<file path="config.mk">
export PLATFORM = sky130hd
export DESIGN_NAME = cp0_tlb_top
export DESIGN_NICKNAME = d
export VERILOG_FILES = /design/src/design/cp0_pkg.sv /design/src/design/tlb_pkg.sv /design/src/design/tlb_lookup.sv /design/src/design/tlb_array.sv /design/src/design/cp0_regs.sv /design/src/design/cp0_tlb_top.sv
export SDC_FILE = /design/constraint.sdc
export NUM_CORES = 2
export LEC_CHECK = 0
export BUFFER_PORTS_ARGS = -buffer_cell sky130_fd_sc_hd__buf_2
export CELL_PAD_IN_SITES_DETAIL_PLACEMENT = 1
export CELL_PAD_IN_SITES_GLOBAL_PLACEMENT = 1
export CORE_UTILIZATION = 30
export CTS_CLUSTER_DIAMETER = 120
export DETAILED_ROUTE_END_ITERATION = 8
export GPL_ROUTABILITY_DRIVEN = 0
export PLACE_DENSITY = 0.58
export SLEW_MARGIN = 20
export SYNTH_ARGS = -nofsm -noshare
export SYNTH_HDL_FRONTEND = slang
export SYNTH_SLANG_ARGS = --single-unit
</file>
<file path="constraint.sdc">
create_clock -name clk -period 8.7 [get_ports clk]
set_input_delay 0 -clock clk [delete_from_list [all_inputs] [get_ports clk]]
set_output_delay 0 -clock clk [all_outputs]
set_load 0.01 [all_outputs]
</file>
<file path="src/design/cp0_pkg.sv">
package cp0_pkg;

    // cp0 data path is one machine word
    localparam int DATA_W = 32;

    // implemented register numbers
    localparam logic [4:0] CP0_INDEX    = 5'd0;
    localparam logic [4:0] CP0_ENTRYLO0 = 5'd2;
    localparam logic [4:0] CP0_ENTRYLO1 = 5'd3;
    localparam logic [4:0] CP0_BADVADDR = 5'd8;
    localparam logic [4:0] CP0_COUNT    = 5'd9;
    localparam logic [4:0] CP0_ENTRYHI  = 5'd10;
    localparam logic [4:0] CP0_COMPARE  = 5'd11;
    localparam logic [4:0] CP0_STATUS   = 5'd12;
    localparam logic [4:0] CP0_CAUSE    = 5'd13;
    localparam logic [4:0] CP0_EPC      = 5'd14;

    // status bits, im is 8 bits wide from here
    localparam int STATUS_IE  = 0;
    localparam int STATUS_EXL = 1;
    localparam int STATUS_IM  = 8;
    localparam int STATUS_BEV = 22;

    // cause fields, lowest bit of each
    localparam int CAUSE_EXCCODE = 2;
    localparam int CAUSE_IP_SW   = 8;
    localparam int CAUSE_IP_HW   = 10;
    localparam int CAUSE_TI      = 30;
    localparam int CAUSE_BD      = 31;

    // index probe-failure flag and entryhi vpn2 start
    localparam int INDEX_P      = 31;
    localparam int ENTRYHI_VPN2 = 13;

    // only bev survives reset
    localparam logic [DATA_W-1:0] STATUS_RESET = 32'h0040_0000;

    // pfn, c, d, v, g
    localparam logic [DATA_W-1:0] ENTRYLO_MASK = 32'h03ff_ffff;
    // vpn2 and asid
    localparam logic [DATA_W-1:0] ENTRYHI_MASK = 32'hffff_e0ff;
    // im, exl, ie writable; bev is read only
    localparam logic [DATA_W-1:0] STATUS_WMASK = 32'h0000_ff03;
    localparam logic [DATA_W-1:0] STATUS_RMASK = 32'h0040_ff03;
    // bd, ti, ip_sw, exccode; ip_hw comes from the pins
    localparam logic [DATA_W-1:0] CAUSE_RMASK  = 32'hc000_037c;

    typedef struct packed {
        logic              we;
        logic [4:0]        addr;
        logic [DATA_W-1:0] data;
    } cp0_wr_t;

    typedef struct packed {
        logic              valid;
        logic              bd;
        logic [4:0]        code;
        logic [DATA_W-1:0] epc;
        logic [DATA_W-1:0] badvaddr;
        logic              badvaddr_we;
    } exc_req_t;

    typedef struct packed {
        logic tlbwi;
        logic tlbr;
        logic tlbp;
    } tlb_op_t;

endpackage

</file>
<file path="src/design/tlb_pkg.sv">
package tlb_pkg;

    // joint tlb entry field widths
    localparam int VPN2_W     = 19;
    localparam int ASID_W     = 8;
    localparam int PFN_W      = 20;
    localparam int CACHE_W    = 3;

    // 4 KB pages only, no pagemask
    localparam int PAGE_OFS_W = 12;

    // vpn2, even/odd select bit, page offset
    localparam int VA_W       = VPN2_W + 1 + PAGE_OFS_W;
    localparam int PA_W       = PFN_W + PAGE_OFS_W;

    // wide enough for a 32 entry tlb
    localparam int MAX_IDX_W  = 5;

    // same bit order as entrylo 25:1
    typedef struct packed {
        logic [PFN_W-1:0]   pfn;
        logic [CACHE_W-1:0] c;
        logic               d;
        logic               v;
    } tlb_page_t;

    // 19 + 8 + 1 + 25 + 25 = 78 bits
    typedef struct packed {
        logic [VPN2_W-1:0] vpn2;
        logic [ASID_W-1:0] asid;
        logic              g;
        tlb_page_t         page0;
        tlb_page_t         page1;
    } tlb_entry_t;

    typedef struct packed {
        logic                 hit;
        logic [MAX_IDX_W-1:0] index;
        logic [PA_W-1:0]      pa;
        logic                 valid;
        logic                 dirty;
        logic                 cached;
    } tlb_result_t;

endpackage

</file>
<file path="src/design/tlb_lookup.sv">
module tlb_lookup #(
    parameter int TLB_ENTRIES = 8,
    localparam int IDX_W = $clog2(TLB_ENTRIES)
) (
    input  tlb_pkg::tlb_entry_t [TLB_ENTRIES-1:0] entries_i,
    input  logic [tlb_pkg::VA_W-1:0]              va_i,
    input  logic [tlb_pkg::ASID_W-1:0]            asid_i,
    output tlb_pkg::tlb_result_t                  result_o
);
    import tlb_pkg::*;

    logic [TLB_ENTRIES-1:0] match;
    logic [IDX_W-1:0]       hit_idx;
    tlb_entry_t             hit_entry;
    tlb_page_t              page;

    // vpn2 compare, asid ignored for global entries
    always_comb begin
        for (int i = 0; i < TLB_ENTRIES; i++) begin
            match[i] = (entries_i[i].vpn2 == va_i[VA_W-1 -: VPN2_W])
                    && (entries_i[i].g || entries_i[i].asid == asid_i);
        end
    end

    // scan down so the lowest match is left standing
    always_comb begin
        hit_idx = '0;
        for (int i = TLB_ENTRIES - 1; i >= 0; i--) begin
            if (match[i]) begin
                hit_idx = IDX_W'(i);
            end
        end
    end

    assign hit_entry = entries_i[hit_idx];

    // bit 12 picks the odd page
    assign page = va_i[PAGE_OFS_W] ? hit_entry.page1 : hit_entry.page0;

    // all fields zero on a miss
    always_comb begin
        result_o = '0;
        if (|match) begin
            result_o.hit    = 1'b1;
            result_o.index  = MAX_IDX_W'(hit_idx);
            result_o.pa     = {page.pfn, va_i[PAGE_OFS_W-1:0]};
            result_o.valid  = page.v;
            result_o.dirty  = page.d;
            // c == 3 is cacheable noncoherent
            result_o.cached = (page.c == CACHE_W'(3));
        end
    end

endmodule

</file>
<file path="src/design/tlb_array.sv">
module tlb_array #(
    parameter int TLB_ENTRIES = 8,
    localparam int IDX_W = $clog2(TLB_ENTRIES)
) (
    input  logic                                  clk,
    input  logic                                  rst,
    input  logic                                  tlbwi_i,
    input  logic [IDX_W-1:0]                      index_i,
    input  tlb_pkg::tlb_entry_t                   wr_entry_i,
    output tlb_pkg::tlb_entry_t                   rd_entry_o,
    output tlb_pkg::tlb_entry_t [TLB_ENTRIES-1:0] entries_o
);
    import tlb_pkg::*;

    // one copy, shared by the probe and data lookups
    tlb_entry_t [TLB_ENTRIES-1:0] entry_q;

    always_ff @(posedge clk) begin
        if (rst) begin
            entry_q <= '0;
        end else if (tlbwi_i) begin
            entry_q[index_i] <= wr_entry_i;
        end
    end

    // tlbr source, same slot as tlbwi
    assign rd_entry_o = entry_q[index_i];

    // new entry visible to lookups the cycle after tlbwi
    assign entries_o  = entry_q;

endmodule

</file>
<file path="src/design/cp0_regs.sv">
module cp0_regs #(
    parameter int TLB_ENTRIES = 8,
    localparam int IDX_W = $clog2(TLB_ENTRIES)
) (
    input  logic                          clk,
    input  logic                          rst,
    input  cp0_pkg::cp0_wr_t              wr_i,
    input  logic [4:0]                    rd_addr_i,
    input  cp0_pkg::exc_req_t             exc_i,
    input  logic                          clear_exl_i,
    input  logic [5:0]                    hw_int_i,
    input  cp0_pkg::tlb_op_t              tlb_op_i,
    input  tlb_pkg::tlb_entry_t           rd_entry_i,
    input  tlb_pkg::tlb_result_t          probe_i,
    output logic [cp0_pkg::DATA_W-1:0]    rd_data_o,
    output logic [cp0_pkg::DATA_W-1:0]    epc_o,
    output logic                          exl_o,
    output logic                          allow_int_o,
    output logic [7:0]                    interrupt_flag_o,
    output tlb_pkg::tlb_entry_t           wr_entry_o,
    output logic [IDX_W-1:0]              index_o,
    output logic [tlb_pkg::ASID_W-1:0]    asid_o,
    output logic [tlb_pkg::VPN2_W-1:0]    probe_vpn2_o
);
    import cp0_pkg::*;

    // index keeps only its slot field, read adds the p flag
    localparam logic [DATA_W-1:0] INDEX_WMASK = DATA_W'(TLB_ENTRIES - 1);
    localparam logic [DATA_W-1:0] INDEX_RMASK = INDEX_WMASK | (DATA_W'(1) << INDEX_P);

    logic [DATA_W-1:0] index_q;
    logic [DATA_W-1:0] entrylo0_q;
    logic [DATA_W-1:0] entrylo1_q;
    logic [DATA_W-1:0] badvaddr_q;
    logic [DATA_W-1:0] count_q;
    logic [DATA_W-1:0] entryhi_q;
    logic [DATA_W-1:0] compare_q;
    logic [DATA_W-1:0] status_q;
    logic [DATA_W-1:0] cause_q;
    logic [DATA_W-1:0] epc_q;
    // count advances on every second edge
    logic              count_tick_q;
    logic [DATA_W-1:0] count_next;
    logic [7:0]        ip;

    function automatic logic [DATA_W-1:0] wmerge(
        input logic [DATA_W-1:0] old_v,
        input logic [DATA_W-1:0] new_v,
        input logic [DATA_W-1:0] mask
    );
        return (old_v & ~mask) | (new_v & mask);
    endfunction

    assign count_next = count_q + DATA_W'(1);

    always_ff @(posedge clk) begin
        if (rst) begin
            index_q      <= '0;
            entrylo0_q   <= '0;
            entrylo1_q   <= '0;
            badvaddr_q   <= '0;
            count_q      <= '0;
            entryhi_q    <= '0;
            compare_q    <= '0;
            status_q     <= STATUS_RESET;
            cause_q      <= '0;
            epc_q        <= '0;
            count_tick_q <= 1'b0;
        end else begin
            count_tick_q <= ~count_tick_q;
            // timer fires when count steps onto compare
            if (count_tick_q) begin
                count_q <= count_next;
                if (count_next == compare_q) begin
                    cause_q[CAUSE_TI] <= 1'b1;
                end
            end

            // mtc0
            if (wr_i.we) begin
                case (wr_i.addr)
                    CP0_INDEX:    index_q    <= wmerge(index_q, wr_i.data, INDEX_WMASK);
                    CP0_ENTRYLO0: entrylo0_q <= wr_i.data & ENTRYLO_MASK;
                    CP0_ENTRYLO1: entrylo1_q <= wr_i.data & ENTRYLO_MASK;
                    CP0_COUNT:    count_q    <= wr_i.data;
                    CP0_ENTRYHI:  entryhi_q  <= wr_i.data & ENTRYHI_MASK;
                    CP0_COMPARE: begin
                        compare_q         <= wr_i.data;
                        // new compare acknowledges the timer
                        cause_q[CAUSE_TI] <= 1'b0;
                    end
                    CP0_STATUS:   status_q   <= wmerge(status_q, wr_i.data, STATUS_WMASK);
                    // software interrupt bits only
                    CP0_CAUSE:    cause_q[CAUSE_IP_SW +: 2] <= wr_i.data[CAUSE_IP_SW +: 2];
                    CP0_EPC:      epc_q      <= wr_i.data;
                    // badvaddr and unknown numbers ignore writes
                    default: ;
                endcase
            end

            // tlbr, g goes to both entrylo copies
            if (tlb_op_i.tlbr) begin
                entryhi_q  <= {rd_entry_i.vpn2, 5'b0, rd_entry_i.asid};
                entrylo0_q <= {6'b0, rd_entry_i.page0, rd_entry_i.g};
                entrylo1_q <= {6'b0, rd_entry_i.page1, rd_entry_i.g};
            end

            // tlbp, slot field kept on a miss
            if (tlb_op_i.tlbp) begin
                index_q[INDEX_P] <= ~probe_i.hit;
                if (probe_i.hit) begin
                    index_q[IDX_W-1:0] <= probe_i.index[IDX_W-1:0];
                end
            end

            if (clear_exl_i) begin
                status_q[STATUS_EXL] <= 1'b0;
            end

            // exception entry overrides any mtc0 in the same cycle
            if (exc_i.valid) begin
                epc_q                      <= exc_i.epc;
                cause_q[CAUSE_BD]          <= exc_i.bd;
                cause_q[CAUSE_EXCCODE +: 5] <= exc_i.code;
                status_q[STATUS_EXL]       <= 1'b1;
                if (exc_i.badvaddr_we) begin
                    badvaddr_q <= exc_i.badvaddr;
                    entryhi_q[DATA_W-1:ENTRYHI_VPN2] <=
                        exc_i.badvaddr[DATA_W-1:ENTRYHI_VPN2];
                end
            end
        end
    end

    // mfc0, combinational
    always_comb begin
        case (rd_addr_i)
            CP0_INDEX:    rd_data_o = index_q & INDEX_RMASK;
            CP0_ENTRYLO0: rd_data_o = entrylo0_q & ENTRYLO_MASK;
            CP0_ENTRYLO1: rd_data_o = entrylo1_q & ENTRYLO_MASK;
            CP0_BADVADDR: rd_data_o = badvaddr_q;
            CP0_COUNT:    rd_data_o = count_q;
            CP0_ENTRYHI:  rd_data_o = entryhi_q & ENTRYHI_MASK;
            CP0_COMPARE:  rd_data_o = compare_q;
            CP0_STATUS:   rd_data_o = status_q & STATUS_RMASK;
            // hw lines shown live in ip_hw
            CP0_CAUSE:    rd_data_o = (cause_q & CAUSE_RMASK)
                                    | (DATA_W'(hw_int_i) << CAUSE_IP_HW);
            CP0_EPC:      rd_data_o = epc_q;
            default:      rd_data_o = '0;
        endcase
    end

    // ip7 shares its line with the timer
    assign ip = {hw_int_i[5] | cause_q[CAUSE_TI], hw_int_i[4:0], cause_q[CAUSE_IP_SW +: 2]};

    assign interrupt_flag_o = status_q[STATUS_IM +: 8] & ip;
    assign allow_int_o      = status_q[STATUS_IE] & ~status_q[STATUS_EXL] & ~exc_i.valid;
    assign exl_o            = status_q[STATUS_EXL];
    assign epc_o            = epc_q;

    // candidate entry for tlbwi, global only if both halves say so
    assign wr_entry_o.vpn2  = entryhi_q[DATA_W-1:ENTRYHI_VPN2];
    assign wr_entry_o.asid  = entryhi_q[tlb_pkg::ASID_W-1:0];
    assign wr_entry_o.g     = entrylo0_q[0] & entrylo1_q[0];
    assign wr_entry_o.page0 = entrylo0_q[25:1];
    assign wr_entry_o.page1 = entrylo1_q[25:1];

    assign index_o      = index_q[IDX_W-1:0];
    assign asid_o       = entryhi_q[tlb_pkg::ASID_W-1:0];
    assign probe_vpn2_o = entryhi_q[DATA_W-1:ENTRYHI_VPN2];

endmodule

</file>
<file path="src/design/cp0_tlb_top.sv">
module cp0_tlb_top #(
    parameter int TLB_ENTRIES = 8
) (
    input  logic                       clk,
    input  logic                       rst,
    input  cp0_pkg::cp0_wr_t           wr_i,
    input  logic [4:0]                 rd_addr_i,
    output logic [cp0_pkg::DATA_W-1:0] rd_data_o,
    input  cp0_pkg::exc_req_t          exc_i,
    input  logic                       clear_exl_i,
    input  logic [5:0]                 hw_int_i,
    input  cp0_pkg::tlb_op_t           tlb_op_i,
    input  logic [cp0_pkg::DATA_W-1:0] daddr_i,
    output logic [cp0_pkg::DATA_W-1:0] epc_o,
    output logic                       exl_o,
    output logic                       allow_int_o,
    output logic [7:0]                 interrupt_flag_o,
    output tlb_pkg::tlb_result_t       dtrans_o
);
    import tlb_pkg::*;

    localparam int IDX_W = $clog2(TLB_ENTRIES);

    tlb_entry_t [TLB_ENTRIES-1:0] entries;
    tlb_entry_t                   wr_entry;
    tlb_entry_t                   rd_entry;
    tlb_result_t                  probe_res;
    logic [IDX_W-1:0]             index;
    logic [ASID_W-1:0]            asid;
    logic [VPN2_W-1:0]            probe_vpn2;
    logic [VA_W-1:0]              probe_va;

    // probe matches on vpn2 alone, low bits zero
    assign probe_va = {probe_vpn2, {(VA_W - VPN2_W){1'b0}}};

    cp0_regs #(
        .TLB_ENTRIES(TLB_ENTRIES)
    ) u_cp0_regs (
        .clk             (clk),
        .rst             (rst),
        .wr_i            (wr_i),
        .rd_addr_i       (rd_addr_i),
        .exc_i           (exc_i),
        .clear_exl_i     (clear_exl_i),
        .hw_int_i        (hw_int_i),
        .tlb_op_i        (tlb_op_i),
        .rd_entry_i      (rd_entry),
        .probe_i         (probe_res),
        .rd_data_o       (rd_data_o),
        .epc_o           (epc_o),
        .exl_o           (exl_o),
        .allow_int_o     (allow_int_o),
        .interrupt_flag_o(interrupt_flag_o),
        .wr_entry_o      (wr_entry),
        .index_o         (index),
        .asid_o          (asid),
        .probe_vpn2_o    (probe_vpn2)
    );

    tlb_array #(
        .TLB_ENTRIES(TLB_ENTRIES)
    ) u_tlb_array (
        .clk       (clk),
        .rst       (rst),
        .tlbwi_i   (tlb_op_i.tlbwi),
        .index_i   (index),
        .wr_entry_i(wr_entry),
        .rd_entry_o(rd_entry),
        .entries_o (entries)
    );

    // tlbp source, result latched by cp0_regs
    tlb_lookup #(
        .TLB_ENTRIES(TLB_ENTRIES)
    ) u_probe_lookup (
        .entries_i(entries),
        .va_i     (probe_va),
        .asid_i   (asid),
        .result_o (probe_res)
    );

    // data side translation, same cycle as daddr_i
    tlb_lookup #(
        .TLB_ENTRIES(TLB_ENTRIES)
    ) u_data_lookup (
        .entries_i(entries),
        .va_i     (daddr_i),
        .asid_i   (asid),
        .result_o (dtrans_o)
    );

endmodule

</file>
Word level (Yosys, flattened, before mapping):

Cells that the tools add are included.
W data, S select, Z words.

* bits in writable memories: 0
* output and inout port bits: 115
* register bits after elaboration: 905
* logic and storage cells: 275
* input port bits: 159
* bits in latches: 0
* bits in read-only memories: 0
* memories kept: 0

* reductions and logical operators: 50
* equality and inequality tests: 44
* divide/modulo/power cells: 0
* order comparisons: 4
* shift-type cells: 0
* multiply operators: 0
* add/sub/neg operators: 1
* muxes and demuxes: 59
* bitwise gates (word level): 12

Operators by type and width (number)
* $bmux W78 S3: 3
* $bwmux W624: 1
* $mux W32: 11
* $pmux W32 S10: 1
* $eq A19 B19 Y1: 16
* $demux W78 S3: 1
* $mux W26: 6
* $mux W78: 2
* $mux W50: 2
* $mux W41: 2
* $eq A5 B4 Y1 const B: 13
* $eq A8 B8 Y1: 8
* $or A32 B16 Y32: 2
* $mux W3: 18
* $mux W19: 2
* $add A32 B1 Y32 const B: 1
* $eq A32 B32 Y1: 1
* $or A32 B3 Y32: 1
* $mux W25: 1
* $reduce_and A2 Y1: 11
* $eq A5 B2 Y1 const B: 4
* $logic_and A1 B1 Y1: 17
* $reduce_bool A2 Y1: 8
* $reduce_or A8 Y1: 2
* 12 further kinds: 36

Longest topological paths before layout:

* depth in word-level cells: 17
* mapped depth: 15
* gate-level depth less buffers: 11

Hierarchy:

From an unflattened synthesis, not the netlist that was laid out.

* cells, all modules: 6791
* area total of the unflattened synthesis: 52298.9 um^2

Modules (own cells, without submodules)
* tlb_array: instances 1, seq. area each 12492.0 um^2, cells each 3433, area an instance 26984.6 um^2
* cp0_regs: instances 1, seq. area each 4624.4 um^2, cells each 1689, area an instance 13011.2 um^2
* tlb_lookup: instances 2, seq. area each 0.0 um^2, cells each 834, area an instance 6149.6 um^2
* cp0_tlb_top: instances 1, seq. area each 0.0 um^2, cells each 1, area an instance 3.8 um^2

Worst setup path before layout:

No wires, ideal clock.

* path kind: register to output
* start point: reg u_cp0_regs.entryhi_q[4]
* end point: out dtrans_o[27] (netlist name)
* arrival: 2.920 ns
* required time: 8.700 ns
* path buffers: 2
* path slack: 5.780 ns
* stages on the path, launching flop included: 13
* cell sequence: dfxtp_1 buf_2 xor2_1 nor4_1 a21oi_1 or4_1 a211oi_1 o21bai_1 inv_2 nor2_1 clkbuf_1 a22o_1 o41ai_2

RTL lines
* start, declared: RTL line cp0_regs.sv:36 `logic [DATA_W-1:0] entryhi_q;`
* start signal, assigned: RTL line cp0_regs.sv:86 `CP0_ENTRYHI: entryhi_q <= wr_i.data & ENTRYHI_MASK;`
* start signal, assigned: RTL line cp0_regs.sv:103 `entryhi_q <= {rd_entry_i.vpn2, 5'b0, rd_entry_i.asid};`
* start signal, assigned by index: RTL line cp0_regs.sv:128 `entryhi_q[DATA_W-1:ENTRYHI_VPN2] <=`
* end, declared: RTL line cp0_tlb_top.sv:18 `output tlb_pkg::tlb_result_t dtrans_o`

==> results.sh <==
export IMPL_timing_critical_path_mode_cell="buf_4"
export IMPL_comb_power_share=0.095
export IMPL_leakagePower_uw=0.0185
export IMPL_start_kind="register"
export IMPL_fin_crit_ns=6.18
export IMPL_power_total_uw=9760
export IMPL_ant_nets=0
export IMPL_syn_avg_cell_area_um2=8.04
export IMPL_dieHeight_um=393
export IMPL_antenna_found_initial=29
export IMPL_synth_distinct_cells=71
export IMPL_fmax_mhz=162
export IMPL_critPathTopFamily="simple AND/OR/NAND/NOR gates"
export IMPL_cts_tree="built"
export IMPL_critPathSlowestCell="dfxtp_1"
export IMPL_synth_edff_count=0
export IMPL_switchingPower_uw=2710
export IMPL_synth_ff_type="dfxtp_1"
export IMPL_core_um2=152000
export IMPL_synthArstFlopShare=0
export IMPL_syn_inst=5715
export IMPL_drc_errors=0
export IMPL_netlist_area_um2=46000
export IMPL_fp_dieW_um=393
export IMPL_p_per_area_nw_per_um2=180
export IMPL_setup_viol=0
export IMPL_drv_cap=0
export IMPL_post_drt_wl_per_cell_um=28.8
export IMPL_syn_to_final_growth_pct=18.2
export IMPL_fin_ws_ns=2.52
export IMPL_synth_seq_cells=855
export IMPL_final_layout_size_suffix_gt1_frac=0.145
export IMPL_viasPerCell=5.68
export IMPL_final_hold_viol_count=0
export IMPL_cts_max_level=3
export IMPL_hold_ws_ns=0.0747
export IMPL_crit_fanout=31
export IMPL_wirelength_mm=229
export IMPL_cp_end_kind="primary output"
export IMPL_finalInstanceArea_um2=54300
export IMPL_grt_max_degree=130
export IMPL_critical_path_max_stage_delay_ns=0.90
export IMPL_drt_initial_drc_count=4474
export IMPL_p_int_uw=7050
export IMPL_vias=45194
export IMPL_die_area_um2=155000
export IMPL_overflow=0
export IMPL_rows=143
export IMPL_worstPathCellList="xor2_1 -> nor4_1 -> a41o_1 -> nand4_2 -> nand2_1 -> o21bai_4 -> buf_4 -> inv_2 -> buf_4 -> nor2_2 -> and3_1 -> a221oi_1 -> a22o_1 -> buf_2"
export IMPL_nets=6000
export IMPL_clk_pin_slew_ns=0.06
export IMPL_pwr_share_seq=0.422
export IMPL_initial_core_util=0.302
export IMPL_yosys_warnings=0
export IMPL_maxSlewHeadroom=0.164
export IMPL_cts_sinks=855
export IMPL_post_dp_hpwl_mm=145
export IMPL_vdd_drop_max_mv=0.154
export IMPL_cp_required_ns=8.70
export IMPL_cts_root_buf="clkbuf_16"
export IMPL_clk_path_buf_depth=3
export IMPL_first_global_vias=45223
export IMPL_cp_buffers_inverters=4
export IMPL_clkPwrFrac=0.483
export IMPL_min_path_type="primary input to register"
export IMPL_pre_cts_slack_ns=3.49
export IMPL_first_pass_iters=8
export IMPL_status="complete, no violations"
export IMPL_skew_ns=0.0722
export IMPL_grt_setup_unrepaired="no"
export IMPL_grt_pass1_wl_mm=330
export IMPL_clock_latency_ns=0.75
export IMPL_numPortBuffers=271
export IMPL_cts_buffers=104
export IMPL_post_route_period_util=0.710
export IMPL_worstPathArrival_ns=6.18
export IMPL_slew_viol_final=0
export IMPL_fin_setup_tns_ns=0
export IMPL_switching_share=0.277
export IMPL_cts_resized=0
export IMPL_dpl_cell_area_um2=48700
export IMPL_io_pins=274
export IMPL_yosysSeqAreaShare=0.372
export IMPL_grt_util_all_layers=0.288
export IMPL_worstMarginPinSlew_ns=1.24
export IMPL_critPathKind="register to primary output"
[synth_stat cells (all sizes together) (4+ instances only)]
cell type,count,area share
dfxtp,855,0.37
a22o,23,0.0044
or4,4,0.00073
xnor2,223,0.042
inv,8,0.00065
o211ai,20,0.0033
o221a,14,0.0034
a21oi,813,0.089
o21ai,20,0.0025
nor2,254,0.021
and2,24,0.0033
nor3,34,0.0037
nor3b,4,0.00065
nand3b,6,0.00098
nand3,117,0.013
nand2,1628,0.13
o21a,4,0.00065
nand4,67,0.0093
mux4,156,0.076
a221oi,28,0.0053
a41o,5,0.0011
nand2b,10,0.0014
and3,20,0.0027
xor2,216,0.041
mux2i,217,0.047
or2,5,0.00068
mux2,93,0.023
buf,101,0.012
a31oi,19,0.0026
nand4b,5,0.0011
clkbuf,446,0.036
a22oi,73,0.012
a211oi,96,0.016
and4,5,0.00095
nor4,51,0.0071
or3,5,0.00068
nor2b,6,0.00082
a222oi,20,0.0044
[through the flow]
step | utilization | std cells
after floorplan | - | 5716
after global placement | 0.320 | 7562
after detailed placement | 0.320 | 7562
after CTS | 0.357 | 7953
after global routing | 0.357 | 7956
final | 0.357 | 7956
[worst register-to-register path: cells and delay by family, from the launching register on]
family           cells  cell delay (ns)
flip-flops           1             0.58
AO/OA/AOI/OAI        1             0.16
XOR/XNOR             1             0.36
AND/OR/NAND/NOR      7             3.38
[power by group through the flow]
stage          sequential (µW)  clock [µW]  combinational (µW)
6_report                  4120        4710                 928
5_1_grt                   4130        4920                 972
4_1_cts                   4120        4760                 908
3_5_place_dp              4200           0                 833
3_3_place_gp              4200           0                 825
2_1_floorplan             4100           0                 539
[sequential cells by signal, summed over array words and instances (netlist names)]
signal / cells
u_cp0_regs.badvaddr_q: 32
u_cp0_regs.cause_q: 9
u_cp0_regs.compare_q: 32
u_cp0_regs.count_q: 32
u_cp0_regs.count_tick_q: 1
u_cp0_regs.entryhi_q: 27
u_cp0_regs.entrylo0_q: 26
u_cp0_regs.entrylo1_q: 26
u_cp0_regs.epc_o: 32
u_cp0_regs.index_q: 4
u_cp0_regs.status_q: 10
u_tlb_array.entries_o: 624
[repair_timing]
action | in CTS | in global routing
hold buffers | 201 | 0
endpoints found under the hold margin | 262 | 0
buffers inserted | 0 | 0
[per-layer routing]
metal	routed length, µm	GRT usage	vias up
li1	-	-	19856
met1	102000	0.399	23081
met2	102000	0.447	1821
met3	16500	0.0432	422
met4	8890	0.111	14
met5	97	0	-
[layout by cell type, fill, tap and decap left out, types with 73 or more instances in the layout]
cell type,synthesis,final
a211oi_1,96,96
a21oi_1,813,813
a22oi_1,73,73
buf_2,41,269
buf_4,6,91
clkbuf_16,0,104
dfxtp_1,855,852
dlygate4sd3_1,0,201
mux2_2,93,93
mux2i_1,217,217
mux4_2,156,156
nand2_1,1627,1622
nand3_1,117,111
nor2_1,253,237
xnor2_1,223,223
xor2_1,216,216
[path summary, 6_finish.rpt]
kind / start / endpoint / slack [ns] / depth (start not counted)
max: u_cp0_regs.entryhi_q[6] / dtrans_o[1] / 2.52 / 14
min: wr_i[36] / u_cp0_regs.index_q[0] / 0.07 / 6
max reg2reg: u_cp0_regs.count_q[2] / u_cp0_regs.cause_q[30] / 4.16 / 9
min reg2reg: u_cp0_regs.badvaddr_q[23] / u_cp0_regs.badvaddr_q[23] / 0.46 / 2
[area by class of cell]
| class | count | area [µm²] |
|---|---|---|
| Fill cell | 17881 | 97800 |
| Sequential cell | 855 | 17100 |
| Multi-Input combinational cell | 4305 | 26900 |
| Timing Repair Buffer | 565 | 4110 |
| Clock buffer | 147 | 2970 |
| Clock inverter | 43 | 658 |
| Inverter | 9 | 38.8 |
| Antenna cell | 2 | 5.00 |
| Tap cell | 2030 | 2540 |
[cells by family after synthesis]
kind of cell / after synthesis / share of synthesized area
AO/OA/AOI/OAI: 1149 / 0.147
XOR/XNOR: 439 / 0.0836
flip-flops: 855 / 0.372
other: 1 / 0.0000816
AND/OR/NAND/NOR: 2248 / 0.201
adder cells (fa/ha/maj): 1 / 0.000272
multiplexers: 466 / 0.146
buffers and inverters: 556 / 0.0490
Note: power is estimated with default switching activity, not from simulation.
